--- config.mk ---
export PLATFORM = sky130hd
export DESIGN_NAME = dual_issue_stage
export DESIGN_NICKNAME = d
export VERILOG_FILES = /design/src/hdl/isa_pkg.sv /design/src/hdl/pipe_pkg.sv /design/src/hdl/operand_decoder.sv /design/src/hdl/hazard_detection_unit.sv /design/src/hdl/fetch_pair_register.sv /design/src/hdl/execute_pair_register.sv /design/src/hdl/dual_issue_stage.sv
export VERILOG_INCLUDE_DIRS = /design/src /design/src/hdl
export SDC_FILE = /design/constraint.sdc
export NUM_CORES = 1
export LEC_CHECK = 0
export ABC_AREA = 1
export ABC_CLOCK_PERIOD_IN_PS = 2400
export BUFFER_PORTS_ARGS = -buffer_cell sky130_fd_sc_hd__buf_2
export CAP_MARGIN = 25
export CELL_PAD_IN_SITES_DETAIL_PLACEMENT = 0
export CELL_PAD_IN_SITES_GLOBAL_PLACEMENT = 2
export CORE_ASPECT_RATIO = 0.7
export CORE_MARGIN = 4
export CORE_UTILIZATION = 29
export DETAILED_ROUTE_END_ITERATION = 16
export PLACE_DENSITY_LB_ADDON = 0.1
export SLEW_MARGIN = 40
export SYNTH_ARGS = -nofsm -noshare
export SYNTH_HDL_FRONTEND = slang
export SYNTH_SLANG_ARGS = --single-unit
--- constraint.sdc ---
create_clock -name clk -period 2.4 [get_ports clk]
set_clock_uncertainty 0.1 [all_clocks]
set_input_delay 0.48 -clock clk [delete_from_list [all_inputs] [get_ports clk]]
set_output_delay 0.48 -clock clk [all_outputs]
set_load 0.01 [all_outputs]
--- src/hdl/issue_config.svh ---
`ifndef ISSUE_CONFIG_SVH
`define ISSUE_CONFIG_SVH

// datapath widths.
`define INST_WIDTH            32  // one instruction word.
`define ADDR_WIDTH            32  // pc width.
`define INSTRUCTION_ID_WIDTH  8   // program-order tag.

// register file and opcode sizing.
`define OP_CODE_BITS          6   // major opcode.
`define NUM_REGISTERS_LOG2    5   // 32 architectural registers.

// instruction field positions.
`define OPCODE_MSB            31
`define OPCODE_LSB            26
`define REG_RS_MSB            25  // first source.
`define REG_RS_LSB            21
`define REG_RT_MSB            20  // second source or immediate dest.
`define REG_RT_LSB            16
`define REG_RD_MSB            15  // alu destination.
`define REG_RD_LSB            11

`endif

--- src/hdl/isa_pkg.sv ---
`include "issue_config.svh"

package isa_pkg;

  ////////////////////
  // opcode map, top two bits pick the group.
  typedef enum logic [`OP_CODE_BITS-1:0] {
    OP_NOP  = 6'b000000,  // all-zero word is a nop.
    OP_JR   = 6'b000001,  // jump register, sits in the alu group range.
    OP_ADD  = 6'b000010,  // 00xxxx register alu.
    OP_SUB  = 6'b000011,
    OP_AND  = 6'b000100,
    OP_OR   = 6'b000101,
    OP_CMP  = 6'b000110,
    OP_ADDI = 6'b010000,  // 01xxxx immediate alu.
    OP_SUBI = 6'b010001,
    OP_CMPI = 6'b010010,
    OP_LW   = 6'b100000,  // 10xxxx memory.
    OP_SW   = 6'b100001,
    OP_LA   = 6'b100010,
    OP_SA   = 6'b100011,
    OP_JMP  = 6'b110000,  // 11xxxx jumps.
    OP_JE   = 6'b110001,
    OP_JO   = 6'b110010
  } opcode_e;

  typedef enum logic [1:0] {
    MEM_NONE  = 2'b00,
    MEM_READ  = 2'b01,  // load in flight.
    MEM_WRITE = 2'b10
  } mem_op_e;

  ////////////////////
  // operand usage.
  typedef struct packed {
    logic rs;
    logic rt;
    logic rd;
  } reg_mask_t;

  typedef struct packed {
    logic [`NUM_REGISTERS_LOG2-1:0] rs;  // raw fields.
    logic [`NUM_REGISTERS_LOG2-1:0] rt;
    logic [`NUM_REGISTERS_LOG2-1:0] rd;
    reg_mask_t                      src;  // fields actually read.
    reg_mask_t                      dst;  // field actually written.
    logic                           is_load;
  } operand_info_t;

endpackage

--- src/hdl/pipe_pkg.sv ---
`include "issue_config.svh"

package pipe_pkg;

  // one bit per pipeline register a hazard can act on.
  typedef struct packed {
    logic pc;     // hold fetch.
    logic if_id;
    logic id_ex;
  } pipe_mask_t;

  ////////////////////
  // one instruction slot, 73 bits.
  typedef struct packed {
    logic                             valid;
    logic [`ADDR_WIDTH-1:0]           pc;
    logic [`INSTRUCTION_ID_WIDTH-1:0] id;           // program-order tag.
    logic [`INST_WIDTH-1:0]           instruction;  // nop when not valid.
  } issue_slot_t;

  typedef struct packed {
    issue_slot_t slot0;
    issue_slot_t slot1;
    logic        first;  // set: slot1 is the older one.
  } issue_pair_t;

  typedef struct packed {
    isa_pkg::mem_op_e               mem_op;   // read when an lw sits in id/ex.
    logic [`NUM_REGISTERS_LOG2-1:0] load_rt;  // register the load writes.
  } load_info_t;

  // empty slot carrying a nop word.
  localparam issue_slot_t BUBBLE_SLOT = '{
    valid:       1'b0,
    pc:          '0,
    id:          '0,
    instruction: {isa_pkg::OP_NOP, {(`INST_WIDTH-`OP_CODE_BITS){1'b0}}}
  };

endpackage

--- src/hdl/operand_decoder.sv ---
`timescale 1ns/1ns

`include "issue_config.svh"

module operand_decoder (
  input  logic [`INST_WIDTH-1:0] instruction,  // word from one if/id slot.
  output isa_pkg::operand_info_t operands
);

  import isa_pkg::*;

  opcode_e opcode;

  assign opcode = opcode_e'(instruction[`OPCODE_MSB:`OPCODE_LSB]);

  always_comb begin
    operands         = '0;  // nop and jumps use no registers.
    operands.rs      = instruction[`REG_RS_MSB:`REG_RS_LSB];
    operands.rt      = instruction[`REG_RT_MSB:`REG_RT_LSB];
    operands.rd      = instruction[`REG_RD_MSB:`REG_RD_LSB];
    operands.is_load = (opcode == OP_LW);

    casez (opcode)
      6'b00????: begin  // register alu group, also nop and jr.
        if (opcode == OP_JR) begin
          operands.src.rs = 1'b1;  // target address in rs.
        end else if (opcode != OP_NOP) begin
          operands.src.rs = 1'b1;
          operands.src.rt = 1'b1;
          operands.dst.rd = 1'b1;
        end
      end
      6'b01????: begin  // immediate alu.
        operands.src.rs = 1'b1;
        operands.dst.rt = 1'b1;
      end
      6'b10????: begin  // memory ops.
        case (opcode)
          OP_LW: begin
            operands.src.rs = 1'b1;  // base.
            operands.dst.rt = 1'b1;
          end
          OP_SW: begin
            operands.src.rs = 1'b1;
            operands.src.rt = 1'b1;  // store data.
          end
          OP_LA:   operands.dst.rt = 1'b1;  // absolute load.
          OP_SA:   operands.src.rt = 1'b1;  // absolute store.
          default: operands.src   = '0;     // unused memory codes.
        endcase
      end
      6'b11????: begin  // jumps, pc-relative only.
        operands.src = '0;
        operands.dst = '0;
      end
    endcase
  end

endmodule

--- src/hdl/hazard_detection_unit.sv ---
`timescale 1ns/1ns

`include "issue_config.svh"

module hazard_detection_unit (
  input  isa_pkg::operand_info_t operands0,  // decoded id slot 0.
  input  isa_pkg::operand_info_t operands1,  // decoded id slot 1.
  input  logic                   first,      // slot1 older.
  input  pipe_pkg::load_info_t   load_info,  // load sitting in id/ex.
  output pipe_pkg::pipe_mask_t   stall0,
  output pipe_pkg::pipe_mask_t   stall1,
  output pipe_pkg::pipe_mask_t   flush0,
  output pipe_pkg::pipe_mask_t   flush1,
  output logic                   fetch_stall
);

  import isa_pkg::*;
  import pipe_pkg::*;

  // mask patterns.
  localparam pipe_mask_t HOLD_PC_IF_ID = '{pc: 1'b1, if_id: 1'b1, id_ex: 1'b0};
  localparam pipe_mask_t HOLD_PC       = '{pc: 1'b1, if_id: 1'b0, id_ex: 1'b0};
  localparam pipe_mask_t KILL_IF_ID    = '{pc: 1'b0, if_id: 1'b1, id_ex: 1'b0};
  localparam pipe_mask_t KILL_ID_EX    = '{pc: 1'b0, if_id: 1'b0, id_ex: 1'b1};

  operand_info_t older;    // slot flagged by first.
  operand_info_t younger;
  logic          load_hit0;
  logic          load_hit1;
  logic          load_stall;
  logic          split_stall;

  // field matches whatever the producer really writes.
  function automatic logic dst_match(input logic [`NUM_REGISTERS_LOG2-1:0] field,
                                     input operand_info_t producer);
    dst_match = (producer.dst.rs && (field == producer.rs)) ||
                (producer.dst.rt && (field == producer.rt)) ||
                (producer.dst.rd && (field == producer.rd));
  endfunction

  ////////////////////
  // load-use, raw fields regardless of opcode.
  assign load_hit0 = (operands0.rs == load_info.load_rt) || (operands0.rt == load_info.load_rt);
  assign load_hit1 = (operands1.rs == load_info.load_rt) || (operands1.rt == load_info.load_rt);
  assign load_stall = (load_info.mem_op == MEM_READ) && (load_hit0 || load_hit1);

  ////////////////////
  // intra-pair raw dependency.
  assign older   = first ? operands1 : operands0;
  assign younger = first ? operands0 : operands1;

  assign split_stall = !load_stall &&              // only without load-use.
                       ((younger.src.rs && dst_match(younger.rs, older)) ||
                        (younger.src.rt && dst_match(younger.rt, older)) ||
                        (younger.src.rd && dst_match(younger.rd, older)));

  ////////////////////
  always_comb begin
    stall0 = '0;
    stall1 = '0;
    flush0 = '0;
    flush1 = '0;
    if (load_stall) begin  // whole pair waits one cycle.
      stall0 = HOLD_PC_IF_ID;
      stall1 = HOLD_PC_IF_ID;
      flush0 = KILL_ID_EX;  // bubble into id/ex.
      flush1 = KILL_ID_EX;
    end else if (split_stall) begin
      if (first) begin  // slot1 older, issues alone.
        stall0 = HOLD_PC_IF_ID;
        flush0 = KILL_ID_EX;
        stall1 = HOLD_PC;
        flush1 = KILL_IF_ID;  // leaves if/id after issue.
      end else begin  // slot0 older.
        stall1 = HOLD_PC_IF_ID;
        flush1 = KILL_ID_EX;
        stall0 = HOLD_PC;
        flush0 = KILL_IF_ID;
      end
    end
  end

  assign fetch_stall = stall0.pc | stall1.pc;  // fetch holds its pair.

endmodule

--- src/hdl/fetch_pair_register.sv ---
`timescale 1ns/1ns

module fetch_pair_register (
  input  logic                  clk,
  input  logic                  rst,
  input  pipe_pkg::issue_pair_t fetch_pair,  // pair offered by fetch.
  input  pipe_pkg::pipe_mask_t  stall0,
  input  pipe_pkg::pipe_mask_t  stall1,
  input  pipe_pkg::pipe_mask_t  flush0,
  input  pipe_pkg::pipe_mask_t  flush1,
  output pipe_pkg::issue_pair_t id_pair      // if/id contents.
);

  import pipe_pkg::*;

  logic hold0;  // slot 0 keeps its contents.
  logic hold1;

  // flush beats stall, stall beats load.
  function automatic issue_slot_t next_slot(input issue_slot_t held,
                                            input issue_slot_t incoming,
                                            input logic        hold,
                                            input pipe_mask_t  flush);
    if (flush.if_id) begin
      next_slot = BUBBLE_SLOT;
    end else if (hold) begin
      next_slot = held;
    end else begin
      next_slot = incoming;
    end
  endfunction

  assign hold0 = stall0.if_id & ~flush0.if_id;
  assign hold1 = stall1.if_id & ~flush1.if_id;

  always_ff @(posedge clk) begin
    if (rst) begin
      id_pair.slot0 <= BUBBLE_SLOT;
      id_pair.slot1 <= BUBBLE_SLOT;
      id_pair.first <= 1'b0;
    end else begin
      id_pair.slot0 <= next_slot(id_pair.slot0, fetch_pair.slot0, hold0, flush0);
      id_pair.slot1 <= next_slot(id_pair.slot1, fetch_pair.slot1, hold1, flush1);
      if (!hold0 && !hold1) begin
        id_pair.first <= fetch_pair.first;  // order kept while a slot waits.
      end
    end
  end

endmodule

--- src/hdl/execute_pair_register.sv ---
`timescale 1ns/1ns

`include "issue_config.svh"

module execute_pair_register (
  input  logic                  clk,
  input  logic                  rst,
  input  pipe_pkg::issue_pair_t id_pair,    // decoded pair from if/id.
  input  pipe_pkg::pipe_mask_t  flush0,
  input  pipe_pkg::pipe_mask_t  flush1,
  output pipe_pkg::issue_pair_t ex_pair,    // issued pair.
  output pipe_pkg::load_info_t  load_info   // in-flight load.
);

  import isa_pkg::*;
  import pipe_pkg::*;

  logic                           lw0;     // slot 0 holds a valid lw.
  logic                           lw1;
  logic [`NUM_REGISTERS_LOG2-1:0] lw_rt0;  // rt captured with the slot.
  logic [`NUM_REGISTERS_LOG2-1:0] lw_rt1;
  logic                           take0;   // report slot 0 load.

  function automatic logic is_lw(input issue_slot_t slot);
    is_lw = slot.valid &&
            (opcode_e'(slot.instruction[`OPCODE_MSB:`OPCODE_LSB]) == OP_LW);
  endfunction

  always_ff @(posedge clk) begin
    if (rst) begin
      ex_pair.slot0 <= BUBBLE_SLOT;
      ex_pair.slot1 <= BUBBLE_SLOT;
      ex_pair.first <= 1'b0;
      lw0           <= 1'b0;
      lw1           <= 1'b0;
    end else begin
      ex_pair.slot0 <= flush0.id_ex ? BUBBLE_SLOT : id_pair.slot0;
      ex_pair.slot1 <= flush1.id_ex ? BUBBLE_SLOT : id_pair.slot1;
      ex_pair.first <= id_pair.first;
      lw0           <= !flush0.id_ex && is_lw(id_pair.slot0);
      lw1           <= !flush1.id_ex && is_lw(id_pair.slot1);
    end
  end

  always_ff @(posedge clk) begin
    lw_rt0 <= id_pair.slot0.instruction[`REG_RT_MSB:`REG_RT_LSB];
    lw_rt1 <= id_pair.slot1.instruction[`REG_RT_MSB:`REG_RT_LSB];
  end

  // one load per pair is tracked, the younger wins.
  assign take0 = lw0 && (ex_pair.first || !lw1);

  always_comb begin
    load_info.mem_op  = (lw0 || lw1) ? MEM_READ : MEM_NONE;
    load_info.load_rt = take0 ? lw_rt0 : lw_rt1;
  end

endmodule

--- src/hdl/dual_issue_stage.sv ---
`timescale 1ns/1ns

module dual_issue_stage (
  input  logic                  clk,
  input  logic                  rst,
  input  pipe_pkg::issue_pair_t fetch_pair,   // held by fetch while stalled.
  output logic                  fetch_stall,  // level, pair not taken.
  output pipe_pkg::issue_pair_t issue_pair    // id/ex contents.
);

  import isa_pkg::*;
  import pipe_pkg::*;

  issue_pair_t   id_pair;
  operand_info_t operands0;
  operand_info_t operands1;
  pipe_mask_t    stall0;
  pipe_mask_t    stall1;
  pipe_mask_t    flush0;
  pipe_mask_t    flush1;
  load_info_t    load_info;

  ////////////////////
  fetch_pair_register u_if_id (
    .clk(clk), .rst(rst), .fetch_pair(fetch_pair),
    .stall0(stall0), .stall1(stall1), .flush0(flush0), .flush1(flush1),
    .id_pair(id_pair)
  );

  operand_decoder u_decode0 (.instruction(id_pair.slot0.instruction), .operands(operands0));
  operand_decoder u_decode1 (.instruction(id_pair.slot1.instruction), .operands(operands1));

  hazard_detection_unit u_hazard (
    .operands0(operands0), .operands1(operands1), .first(id_pair.first),
    .load_info(load_info),
    .stall0(stall0), .stall1(stall1), .flush0(flush0), .flush1(flush1),
    .fetch_stall(fetch_stall)
  );

  execute_pair_register u_id_ex (
    .clk(clk), .rst(rst), .id_pair(id_pair), .flush0(flush0), .flush1(flush1),
    .ex_pair(issue_pair), .load_info(load_info)
  );

endmodule

* Yosys cells after proc, flatten, opt, wreduce, memory -nomap -nowiden
Cells that the tools add are included.
Word-level totals: output and inout port bits 148, input port bits 149, flip-flop bits (word level) 306, logic and storage cells 150
Operators by class: multiplexer cells 40, reductions and logical operators 53, equality and inequality tests 30, bitwise gates (word level) 5
Operators with widths (number):
- $eq A5 B5 Y1 | 13
- $eq A6 B6 Y1 const B | 8
- $mux W22 | 2
- $logic_and A1 B1 Y1 | 20
- $mux W2 | 10
- $reduce_or A2 Y1 | 10
- $mux W1 | 17
- $logic_or A1 B1 Y1 | 13
- $eq A6 B1 Y1 const B | 2
- $mux W3 | 4
- $reduce_bool A6 Y1 | 2
- $eq A2 B2 Y1 const B | 4
- $pmux W1 S2 | 4
- $pmux W1 S4 | 2
- $eq A2 B1 Y1 const B | 3
- $logic_not A1 Y1 | 6
- $mux W5 | 1
- $logic_not A2 Y1 | 2
- $and A1 B1 Y1 | 2
- $not A1 Y1 | 2
- $or A1 B1 Y1 | 1

* Depth between registers and ports, before layout
Gate-level depths: netlist of run 1.
depth in word-level cells 19, gate-level depth with buffers 20, mapped depth without buffers 18

* By module
Synthesis of run 1 repeated with hierarchy kept, for this count alone.
Unflattened totals: cells, all modules 1679, area, all modules 12298.0 µm²
By module, submodules not included:
- fetch_pair_register | area each 5138.7 µm², cells an instance 643, times used 1, sequential area each 2942.8 µm²
- execute_pair_register | area each 4610.7 µm², cells an instance 502, times used 1, sequential area each 3183.1 µm²
- hazard_detection_unit | area each 1900.6 µm², cells an instance 434, times used 1, sequential area each 0.0 µm²
- operand_decoder | area each 324.1 µm², cells an instance 50, times used 2, sequential area each 0.0 µm²

* Worst setup path before layout of run 1
OpenSTA, ideal clock, no wires.
path kind register to register, from reg u_id_ex.ex_pair[0] (netlist name), to reg u_if_id.id_pair[10] (netlist name), library setup time 132 ps, path buffers 2, cell stages (with the launch flop) 18, period minus slack after synthesis 2113 ps, arrival 1880 ps, path slack 287 ps, required time 2168 ps, cell sequence dfxtp_1 -> inv_1 -> nand2_1 -> buf_2 -> nand3_1 -> nand2_1 -> nand2_1 -> nand2_1 -> nor2_1 -> nand3_1 -> nand2_1 -> inv_1 -> nand2_1 -> nand2_1 -> nand3_1 -> nand2_1 -> clkbuf_1 -> a21oi_1
Between the ends: cells in the longest elaborated chain, start to end 13
Ends and longest elaborated chain:
- start: declaration | line execute_pair_register.sv:11 | output pipe_pkg::issue_pair_t ex_pair,
- $logic_or A1 B1 Y1 * | line execute_pair_register.sv:51 | assign take0 = lw0 && (ex_pair.first || !lw1);
- $logic_and A1 B1 Y1 * | line execute_pair_register.sv:51
- $mux W5 * | line execute_pair_register.sv:55 | load_info.load_rt = take0 ? lw_rt0 : lw_rt1;
- $eq A5 B5 Y1 (on tied branches) | line hazard_detection_unit.sv:43, hazard_detection_unit.sv:44
- $logic_or A1 B1 Y1 (on tied branches) | line hazard_detection_unit.sv:43, hazard_detection_unit.sv:44
- $logic_or A1 B1 Y1 * | line hazard_detection_unit.sv:45 | assign load_stall = (load_info.mem_op == MEM_READ) && (load_hit0 || load_hit1);
- $logic_and A1 B1 Y1 * | line hazard_detection_unit.sv:45
- $logic_not A1 Y1 | line hazard_detection_unit.sv:52 | assign split_stall = !load_stall &&
- $logic_and A1 B1 Y1 | line hazard_detection_unit.sv:52
- $mux W2 | line hazard_detection_unit.sv:68 | end else if (split_stall) begin
- $mux W2 | line hazard_detection_unit.sv:63 | if (load_stall) begin
- $not A1 Y1 | line fetch_pair_register.sv:34 | assign hold1 = stall1.if_id & ~flush1.if_id;
- $and A1 B1 Y1 | line fetch_pair_register.sv:34
Every way passes the cells marked *; elsewhere a longest branch is shown, timed or not. A chain may end at the register's enable or synchronous reset.

* Worst setup path in the final report of run 1
from reg u_if_id.id_pair[0] (netlist name), to reg u_id_ex.ex_pair[117] (netlist name)
Between the ends: cells in the longest elaborated chain, start to end 12
Ends and longest elaborated chain:
- $mux W22 (on tied branches) | line hazard_detection_unit.sv:50, hazard_detection_unit.sv:49
- $eq A5 B5 Y1 (on tied branches) | line hazard_detection_unit.sv:36, hazard_detection_unit.sv:37
- $logic_and A1 B1 Y1 (on tied branches) | line hazard_detection_unit.sv:36, hazard_detection_unit.sv:37
- $logic_or A1 B1 Y1 | line hazard_detection_unit.sv:36 | dst_match = (producer.dst.rs && (field == producer.rs)) ||
- $logic_or A1 B1 Y1 | line hazard_detection_unit.sv:37 | (producer.dst.rt && (field == producer.rt)) ||
- $logic_and A1 B1 Y1 (on tied branches) | line hazard_detection_unit.sv:53, hazard_detection_unit.sv:54
- $logic_or A1 B1 Y1 | line hazard_detection_unit.sv:53 | ((younger.src.rs && dst_match(younger.rs, older)) ||
- $logic_or A1 B1 Y1 | line hazard_detection_unit.sv:54 | (younger.src.rt && dst_match(younger.rt, older)) ||
- $logic_and A1 B1 Y1 | line hazard_detection_unit.sv:52
- $mux W2 * | line hazard_detection_unit.sv:68
- $mux W2 * | line hazard_detection_unit.sv:63
- $reduce_or A2 Y1 (no source line) *
Marked as above.

==> out/qor.csv, run 1 <==
stage,metric,value,unit
run_status,status,"complete, but fails checks",
run_status,violations,setup timing,
synthesis,avgSynthCellArea,7.40,sq um
route,ant_nets,0,
route,first_pass_iters,7,
clock_network,clk_pin_slew,60,ps
floorplanning,start_util,29.8,%
global_route,grt_pass1_wl,61.8,mm
setup_path,reg2reg_depth,19,
setup_path,end_kind,flip-flop,
finish,fin_cells,2414,
finish,syn2layout_area_growth,46.3,%
placement,numPortBuffers,296,
floorplanning,die-area,42000,sq um
route,wl_per_cell,16.9,microns
global_route,grt.total_usage,18.6,%
synthesis,synth_warnings,0,
setup_path,arrival,3130,ps
pwr,leakage,7.97,nW
placement,routabilityCongestion,0.850,
setup_path,reg2reg_slack,-460,ps
pwr,power.density,859,nW/um^2
route,drt-initial-drc-count,519,
floorplanning,core,37600,sq um
route,drc,0,
clock_network,clock_latency,510,ps
setup_path,criticalPathCategory,reg2reg,
sta,slew_violations,0,
clock_network,cts_tree,yes,
route,routed.top_layer,met5,
setup_path,required,2670,ps
global_route,grt_max_degree,56,
sta,max_freq,349,MHz
synthesis,syn_inst,1516,
finish,nets,2059,
pwr,ir_drop,0.000446,V
global_route,antenna_found_initial,4,
placement,dp_cells,2303,
synthesis,ys_ff_latch,306,
synthesis,ys_seq_area_share,54.6,%
route,route.vias.total,10346,
sta,rsz0062_at_grt,yes,
setup_path,cp-start-kind,flip-flop,
sta,finalHoldViolCount,0,
floorplanning,ios,297,
synthesis,syn_nets,1673,
sta,timing.final.crit_share,119,%
sta,slew_headroom,52.4,%
finish,drive_gt1_share,29.0,%
route,routed_wl,40.7,mm
placement,dpl_cell_area,13800,sq um
finish,post-route-cell-area,16400,sq um
placement,dpl.hpwl,26.7,mm
floorplanning,rows,59,
sta,setup_ws,-464,ps
sta,period_minus_slack,2860,ps
floorplanning,die_h,173,microns
clock_network,clock_path_buffers,3,
floorplanning,die-width,243,microns
sta,tightestPinTransition,714,ps
setup_path,r2r_end,u_id_ex.ex_pair[117]$_SDFF_PP0_,
clock_network,clock-sinks,306,
clock_network,htreeDepth,2,
sta,hold_ws,90.0,ps
setup_path,endpoint,u_id_ex.ex_pair[117]$_SDFF_PP0_,
min_path,hold_class,in2reg,
route,route.met2.wl,17.7,mm
route,vias_per_cell,4.29,
clock_network,cts_buffers,34,
job,max_cap_violations,0,
setup_path,crit_path_start,u_if_id.id_pair[0]$_SDFFE_PP0P_,
global_route,grt_overflow,0,
route,wl_met3,2.45,mm
route,met1_length,20.0,mm
global_route,grt_pass1_vias,10291,
clock_network,hold_buffers,0,
sta,setup_viol,295,
synthesis,syn_area,11200,sq um
setup_path,path_max_fanout,7,
synthesis,synthDistinctLibCells,24,
clock_network,root_buffer,clkbuf_16,
setup_path,rr_startpoint,u_if_id.id_pair[0]$_SDFFE_PP0P_,
## state kept, by name, indices dropped and copies added (netlist names)
register	count
u_id_ex.lw0	1
u_id_ex.lw_rt1	5
u_id_ex.lw_rt0	5
u_id_ex.lw1	1
u_id_ex.ex_pair	147
u_if_id.id_pair	147
## metal layers
layer | GRT usage, % | vias up
li1 | - | 5378
met1 | 26.9 | 4669
met2 | 28.4 | 246
met3 | 4.58 | 47
met4 | 3.53 | 6
met5 | 0 | -
## logic make-up (layout without fill, tap and decap cells)
| kind of cell | after synthesis | in the layout | synth area share (%) |
|---|---|---|---|
| simple gates | 827 | 827 | 29.1 |
| xor+xnor | 7 | 7 | 0.546 |
| compound gates | 110 | 110 | 5.03 |
| fa+ha+maj | 8 | 8 | 0.892 |
| other cells | 0 | 1 | 0 |
| flops | 306 | 306 | 54.6 |
| buf+inv | 258 | 667 | 9.81 |
## worst min path at each step
stage / start / to / slack [ps] / depth (start not counted)
after floorplan: u_if_id.id_pair[90]$_SDFFE_PP0N_ / u_id_ex.lw_rt0[0]$_DFF_P_ / 280 / 0
after global placement: u_if_id.id_pair[92]$_SDFFE_PP0N_ / u_id_ex.lw_rt0[2]$_DFF_P_ / 300 / 0
after detailed placement: u_if_id.id_pair[92]$_SDFFE_PP0N_ / u_id_ex.lw_rt0[2]$_DFF_P_ / 300 / 0
after CTS: fetch_pair[113] / u_if_id.id_pair[113]$_SDFFE_PP0N_ / 60 / 3
after global routing: fetch_pair[76] / u_if_id.id_pair[76]$_SDFFE_PP0N_ / 60 / 3
final: fetch_pair[146] / u_if_id.id_pair[146]$_SDFFE_PP0N_ / 90 / 3
## cells in the mapped netlist
cell,n,area (sq um)
nor3_1,75,375
o21ai_1,13,65.1
or2_2,1,6.26
ha_1,8,100
o21ai_0,17,85.1
clkbuf_1,16,60.1
o21ai_2,2,17.5
dfxtp_1,306,6130
nand2_2,1,6.26
buf_4,16,120
a21oi_1,75,375
inv_2,2,7.51
buf_2,46,230
buf_6,2,22.5
nand2_1,462,1730
nor2_1,242,908
xnor2_1,4,35.0
xor2_1,3,26.3
o21bai_1,2,15.0
nand4_1,3,18.8
inv_1,176,661
nand3b_1,3,22.5
a31oi_1,1,6.26
nand3_1,40,200
## cells in the final DEF, fill, tap and decap left out, types with 9 or more instances in the layout
cell	n
buf_12	26
nand2_2	23
clkbuf_16	43
clkbuf_1	9
buf_2	295
a21oi_1	71
nor3_1	65
dfxtp_1	303
nor3_2	10
o21ai_0	13
nand2_1	436
nor2_1	237
buf_6	9
nand3_1	35
inv_1	169
o21ai_2	10
buf_16	27
buf_4	61
## cell type report
class                           count  area, sq um
Fill cell                        3978        21200
Sequential cell                   306         6130
Multi-Input combinational cell    952         4270
Timing Repair Buffer              430         3590
Clock buffer                       52         1020
Inverter                          178          678
Tap cell                          488          611
Clock inverter                      7          116
Antenna cell                        1         2.50
## report_power, final
group	switching, mW	total [mW]	internal [mW]
registers	0.241	5.84	5.60
logic	1.63	2.93	1.29
clock network	2.09	5.34	3.25
## through the flow
| stage | total power [mW] | setup TNS [ps] | utilization [%] | setup WS [ps] |
|---|---|---|---|---|
| after floorplan | 7.24 | 0 | - | 287 |
| after global placement | 8.35 | -32730 | 36.6 | -244 |
| after detailed placement | 8.34 | -38550 | 36.6 | -234 |
| after CTS | 14.1 | -73530 | 42.5 | -471 |
| after global routing | 14.9 | -126870 | 43.6 | -601 |
| final | 14.1 | -84730 | 43.6 | -464 |
## critical path, cell delays in order (launching register included)
cell       delay [ps]
dfxtp_4           490
buf_12            180
buf_12            110
nand2_1            40
o21ai_1            90
nand2_1            70
nand2_1            80
nand3_2           120
o21ai_2           150
nand2_1            70
nand2_2           100
buf_4             120
buf_6              90
inv_2              40
o21ai_4           160
buf_6             160
buf_12            140
buf_12            110
bufbuf_16         250
nor3_1             50
## what timing repair did
item	in CTS	in global routing
setup buffers	15	6
gates resized for setup	87	43
setup endpoints to repair	295	295
pin swaps	16	18
gates cloned	24	8
Power figures use the tool's default switching activity.
==> run 2: changes to the inputs <==
==> constraint.sdc (replaced) <==
create_clock -name clk -period 2.4 [get_ports clk]
set_clock_uncertainty 0.1 [all_clocks]
set_input_delay 0.36 -clock clk [delete_from_list [all_inputs] [get_ports clk]]
set_output_delay 0.36 -clock clk [all_outputs]
set_load 0.01 [all_outputs]
==> out/qor.csv, run 2 (synthesis gave the netlist of run 1 again) <==
stage,metric,value,unit
run_status,status,"complete, but fails checks",
run_status,violations,setup timing,
job,max_cap_violations,0,
placement,routabilityCongestion,0.863,
pwr,leakage,8.88,nW
pwr,ir_drop,0.000381,V
sta,setup_viol,295,
placement,numPortBuffers,296,
clock_network,clk_pin_slew,60,ps
placement,dpl.hpwl,26.7,mm
floorplanning,die-width,243,microns
setup_path,cp-start-kind,flip-flop,
setup_path,crit_path_start,u_if_id.id_pair[0]$_SDFFE_PP0P_,
finish,multi_input_area,4280,sq um
sta,slew_violations,0,
route,ant_nets,0,
route,drc,0,
floorplanning,start_util,29.8,%
setup_path,rr_startpoint,u_if_id.id_pair[0]$_SDFFE_PP0P_,
route,wl_per_cell,16.8,microns
clock_network,clock-sinks,306,
finish,seq_area,6140,sq um
global_route,busiest_layer,met2,
finish,fill_cells,3712,
clock_network,clock_latency,510,ps
global_route,grt_pass1_vias,11322,
global_route,grt_use_met3,3.67,%
clock_network,cts_buffers,34,
global_route,grt_pass1_wl,66.9,mm
global_route,grt.total_usage,20.1,%
sta,rsz0062_at_grt,yes,
floorplanning,die-area,42000,sq um
setup_path,criticalPathCategory,reg2out,
setup_path,path_max_fanout,7,
pwr,power,14.4,mW
finish,nets,2233,
sta,slew_headroom,57.1,%
pwr,power.density,780,nW/um^2
setup_path,arrival,2280,ps
setup_path,end_kind,primary output,
route,first_pass_iters,5,
placement,place_worst_setup_slack,-201,ps
global_route,antenna_found_initial,1,
min_path,hp-start,fetch_pair[26],
clock_network,cts_tree,yes,
global_route,grt_max_degree,73,
clock_network,htreeDepth,2,
clock_network,clock_path_buffers,3,
sta,max_freq,365,MHz
route,vias_per_cell,4.35,
finish,final_common_cell,nand2_1,
route,route.vias.total,11238,
placement,dpl_cell_area,13800,sq um
floorplanning,core,37600,sq um
sta,period_minus_slack,2740,ps
sta,finalHoldViolCount,0,
min_path,hold_class,in2reg,
route,routed_wl,43.5,mm
finish,reg_top3,"u_id_ex.ex_pair: 147 flops, u_if_id.id_pair: 147 flops",
sta,setup_ws,-343,ps
finish,syn2layout_area_growth,64.6,%
route,drt-initial-drc-count,613,
global_route,grt_use_met2,32.5,%
global_route,grt_use_met1,28.6,%
finish,final_cell_mix,"nand2_1 (436), dfxtp_1 (299), buf_2 (295)",
floorplanning,ios,297,
finish,drive_gt1_share,27.9,%
floorplanning,die_h,173,microns
floorplanning,rows,59,
setup_path,required,1940,ps
sta,timing.final.crit_share,114,%
sta,tightestPinTransition,643,ps
clock_network,root_buffer,clkbuf_16,
finish,post-route-cell-area,18500,sq um
global_route,grt_overflow,0,
## run 2: final cells by class
| type | count | area share, % |
|---|---|---|
| antenna | 1 | 0.0135 |
| inverter | 178 | 3.66 |
| clock buffer | 47 | 5.31 |
| timing repair buffer | 604 | 30.8 |
| clock inverter | 9 | 0.589 |
| sequential | 306 | 33.2 |
| tap | 488 | 3.30 |
| multi-input combinational | 952 | 23.2 |
## run 2: path summary, 6_finish.rpt
kind,endpoint,slack (ps),cells after the start
worst max-delay path,fetch_stall,-340,16
worst min-delay path,u_if_id.id_pair[26]$_SDFFE_PP0N_,30,3
worst max register to register,u_if_id.id_pair[111]$_SDFFE_PP0N_,-250,18
worst min register to register,u_id_ex.ex_pair[42]$_SDFF_PP0_,320,2
## run 2: timing repair
action                                  CTS  global route
buffers inserted                         29             8
resized for setup                       100            62
endpoints found under the setup margin  288           295
hold buffers                            144             0
pin swaps                                12            33
endpoints found under the hold margin   144             0
gates cloned                             41             4
## run 2: power by group
| part | internal [mW] | switching, mW |
|---|---|---|
| Combinational | 1.62 | 1.74 |
| Clock | 3.07 | 2.13 |
| Sequential | 5.60 | 0.242 |
## run 2: metal layers
| metal | vias to the layer above | share of wire (%) |
|---|---|---|
| met5 | - | 0 |
| met4 | 0 | 1.2 |
| met3 | 48 | 5.3 |
| met2 | 281 | 45 |
| met1 | 5176 | 48 |
| li1 | 5733 | - |
## run 2: critical path, cell delays in order, from the launching register on
cell and delay (ps):
dfxtp_4 390, buf_8 140, buf_8 140, o21ai_4 140, inv_1 50, nand2_1 60
nand2_2 70, nand2_1 70, nor2_1 40, nand2_1 50, nand2_1 50, nand2_1 70
nand2_2 70, buf_6 120, a21oi_4 120, inv_2 50, buf_6 120
## run 2: through the flow
stage | setup TNS (ps) | std cells | hold WS [ps] | util [%]
final | -37460 | 2585 | 28.1 | 49.1
after global routing | -76920 | 2585 | 11.4 | 49.1
after CTS | -46470 | 2575 | 4.07 | 48.3
after detailed placement | -19420 | 2305 | 314 | 36.5
after global placement | -33960 | 2305 | 313 | 36.5
after floorplan | 0 | 1516 | 276 | -
==> run 3: changes to the inputs <==
CELL_PAD_IN_SITES_DETAIL_PLACEMENT = unset   (was 0)
CELL_PAD_IN_SITES_GLOBAL_PLACEMENT = unset   (was 2)
CORE_UTILIZATION = 40   (was 29)
PLACE_DENSITY_LB_ADDON = unset   (was 0.1)
==> out/qor.csv, run 3 (synthesis gave the netlist of run 1 again) <==
stage,metric,value,unit
run_status,status,"complete, but fails checks",
run_status,violations,setup timing,
sta,setup_ws,-420,ps
global_route,grt_max_degree,71,
placement,routabilityCongestion,0.894,
sta,finalHoldViolCount,0,
setup_path,arrival,2360,ps
floorplanning,rows,50,
setup_path,required,1940,ps
clock_network,htreeDepth,1,
route,vias_per_cell,4.61,
clock_network,clock_latency,570,ps
pwr,power.density,801,nW/um^2
sta,rsz0062_at_grt,yes,
clock_network,root_buffer,clkbuf_16,
placement,dp_cells,2192,
floorplanning,die-width,208,microns
sta,period_minus_slack,2820,ps
global_route,grt.total_usage,22.8,%
route,route.vias.total,11107,
sta,max_freq,355,MHz
clock_network,clock-sinks,306,
finish,final_cell_mix,"nand2_1 (447), dfxtp_1 (302), buf_2 (295)",
route,first_pass_iters,5,
sta,setup_tns,-20920,ps
setup_path,cp-start-kind,flip-flop,
clock_network,clock_path_buffers,3,
setup_path,end_kind,primary output,
sta,timing.final.crit_share,118,%
route,routed_wl,36.3,mm
placement,dpl.hpwl,24.5,mm
global_route,grt_pass1_vias,10891,
sta,slew_violations,0,
clock_network,cts_tree,yes,
setup_path,path_max_fanout,8,
route,drt-initial-drc-count,784,
finish,syn2layout_area_growth,48.3,%
pwr,leakage,8.17,nW
setup_path,criticalPathCategory,reg2out,
finish,drive_gt1_share,24.5,%
finish,nets,2179,
finish,reg_top3,"u_id_ex.ex_pair: 147 flops, u_if_id.id_pair: 147 flops",
clock_network,cts_buffers,30,
job,max_cap_violations,0,
floorplanning,die-area,30800,sq um
setup_path,reg2reg_slack,-160,ps
route,ant_nets,0,
sta,setup_viol,280,
finish,fin_cells,2408,
placement,numPortBuffers,296,
global_route,grt_overflow,0,
route,wl_per_cell,15.1,microns
pwr,ir_drop,0.000615,V
floorplanning,core,27200,sq um
floorplanning,ios,297,
sta,slew_headroom,46.4,%
global_route,grt_pass1_wl,58.0,mm
global_route,antenna_found_initial,1,
min_path,hold_class,reg2reg,
floorplanning,die_h,148,microns
route,drc,0,
sta,tightestPinTransition,804,ps
finish,final_common_cell,nand2_1,
clock_network,clk_pin_slew,60,ps
floorplanning,start_util,41.3,%
## run 3: path summary, 6_finish.rpt
kind	start	endpoint	depth (start not counted)
setup / recovery	u_if_id.id_pair[0]$_SDFFE_PP0P_	fetch_stall	15
hold reg to reg	u_if_id.id_pair[33]$_SDFFE_PP0N_	u_id_ex.ex_pair[33]$_SDFF_PP0_	2
hold / removal	u_if_id.id_pair[33]$_SDFFE_PP0N_	u_id_ex.ex_pair[33]$_SDFF_PP0_	2
setup reg to reg	u_if_id.id_pair[0]$_SDFFE_PP0P_	u_if_id.id_pair[108]$_SDFFE_PP0N_	20
## run 3: per-layer routing
metal / vias to the layer above / GRT usage (%) / wire length, microns
met5: - / 0 / 0
met1: 5047 / 32.5 / 17200
met2: 401 / 35.6 / 15700
met4: 0 / 4.50 / 716
li1: 5614 / - / -
met3: 45 / 5.38 / 2740
## run 3: cell type report
cell class              count  area, sq um
fillers                  2405        10500
flip-flops and latches    306         6130
repair buffers            554         4210
multi-input cells         952         4170
clock buffers              45          918
inverters                 178          668
well taps                 364          455
clock inverters             8         77.6
diodes                      1         2.50
## run 3: per-stage QoR
step	utilization (%)	setup slack, ps	hold slack, ps	instance area, sq um	total power, mW
2_1_floorplan	-	287	276	11200	7.24
3_3_place_gp	50.4	-174	312	13700	8.30
3_5_place_dp	50.4	-191	314	13700	8.33
4_1_cts	61.1	-428	325	16600	13.4
5_1_grt	61.3	-559	339	16600	14.0
6_report	61.3	-420	324	16600	13.3
## run 3: report_power, final
| part | switching, mW | total, mW | internal (mW) |
|---|---|---|---|
| clock network | 1.97 | 4.71 | 2.74 |
| registers | 0.220 | 5.82 | 5.60 |
| logic | 1.55 | 2.81 | 1.25 |
## run 3: what timing repair did
action                                 4_1_cts  5_1_grt
endpoints found under the hold margin      148        0
gates cloned                                 6        0
pin swaps                                    9        0
setup endpoints to repair                  285      296
gates resized for setup                     51       14
setup buffers                                7        1
hold buffers                               148        0
## run 3: critical path, stage by stage, from the launching register on
cell and delay (ps):
dfxtp_4 370, bufbuf_16 280, o21ai_4 170, inv_1 70, nand2_1 60, nand2_1 50, nand2_1 80, nor2_1 50
nand2_1 50, nand2_1 40, nand2_1 70, nand2_2 60, buf_6 130, a21oi_4 120, inv_2 70, buf_6 120
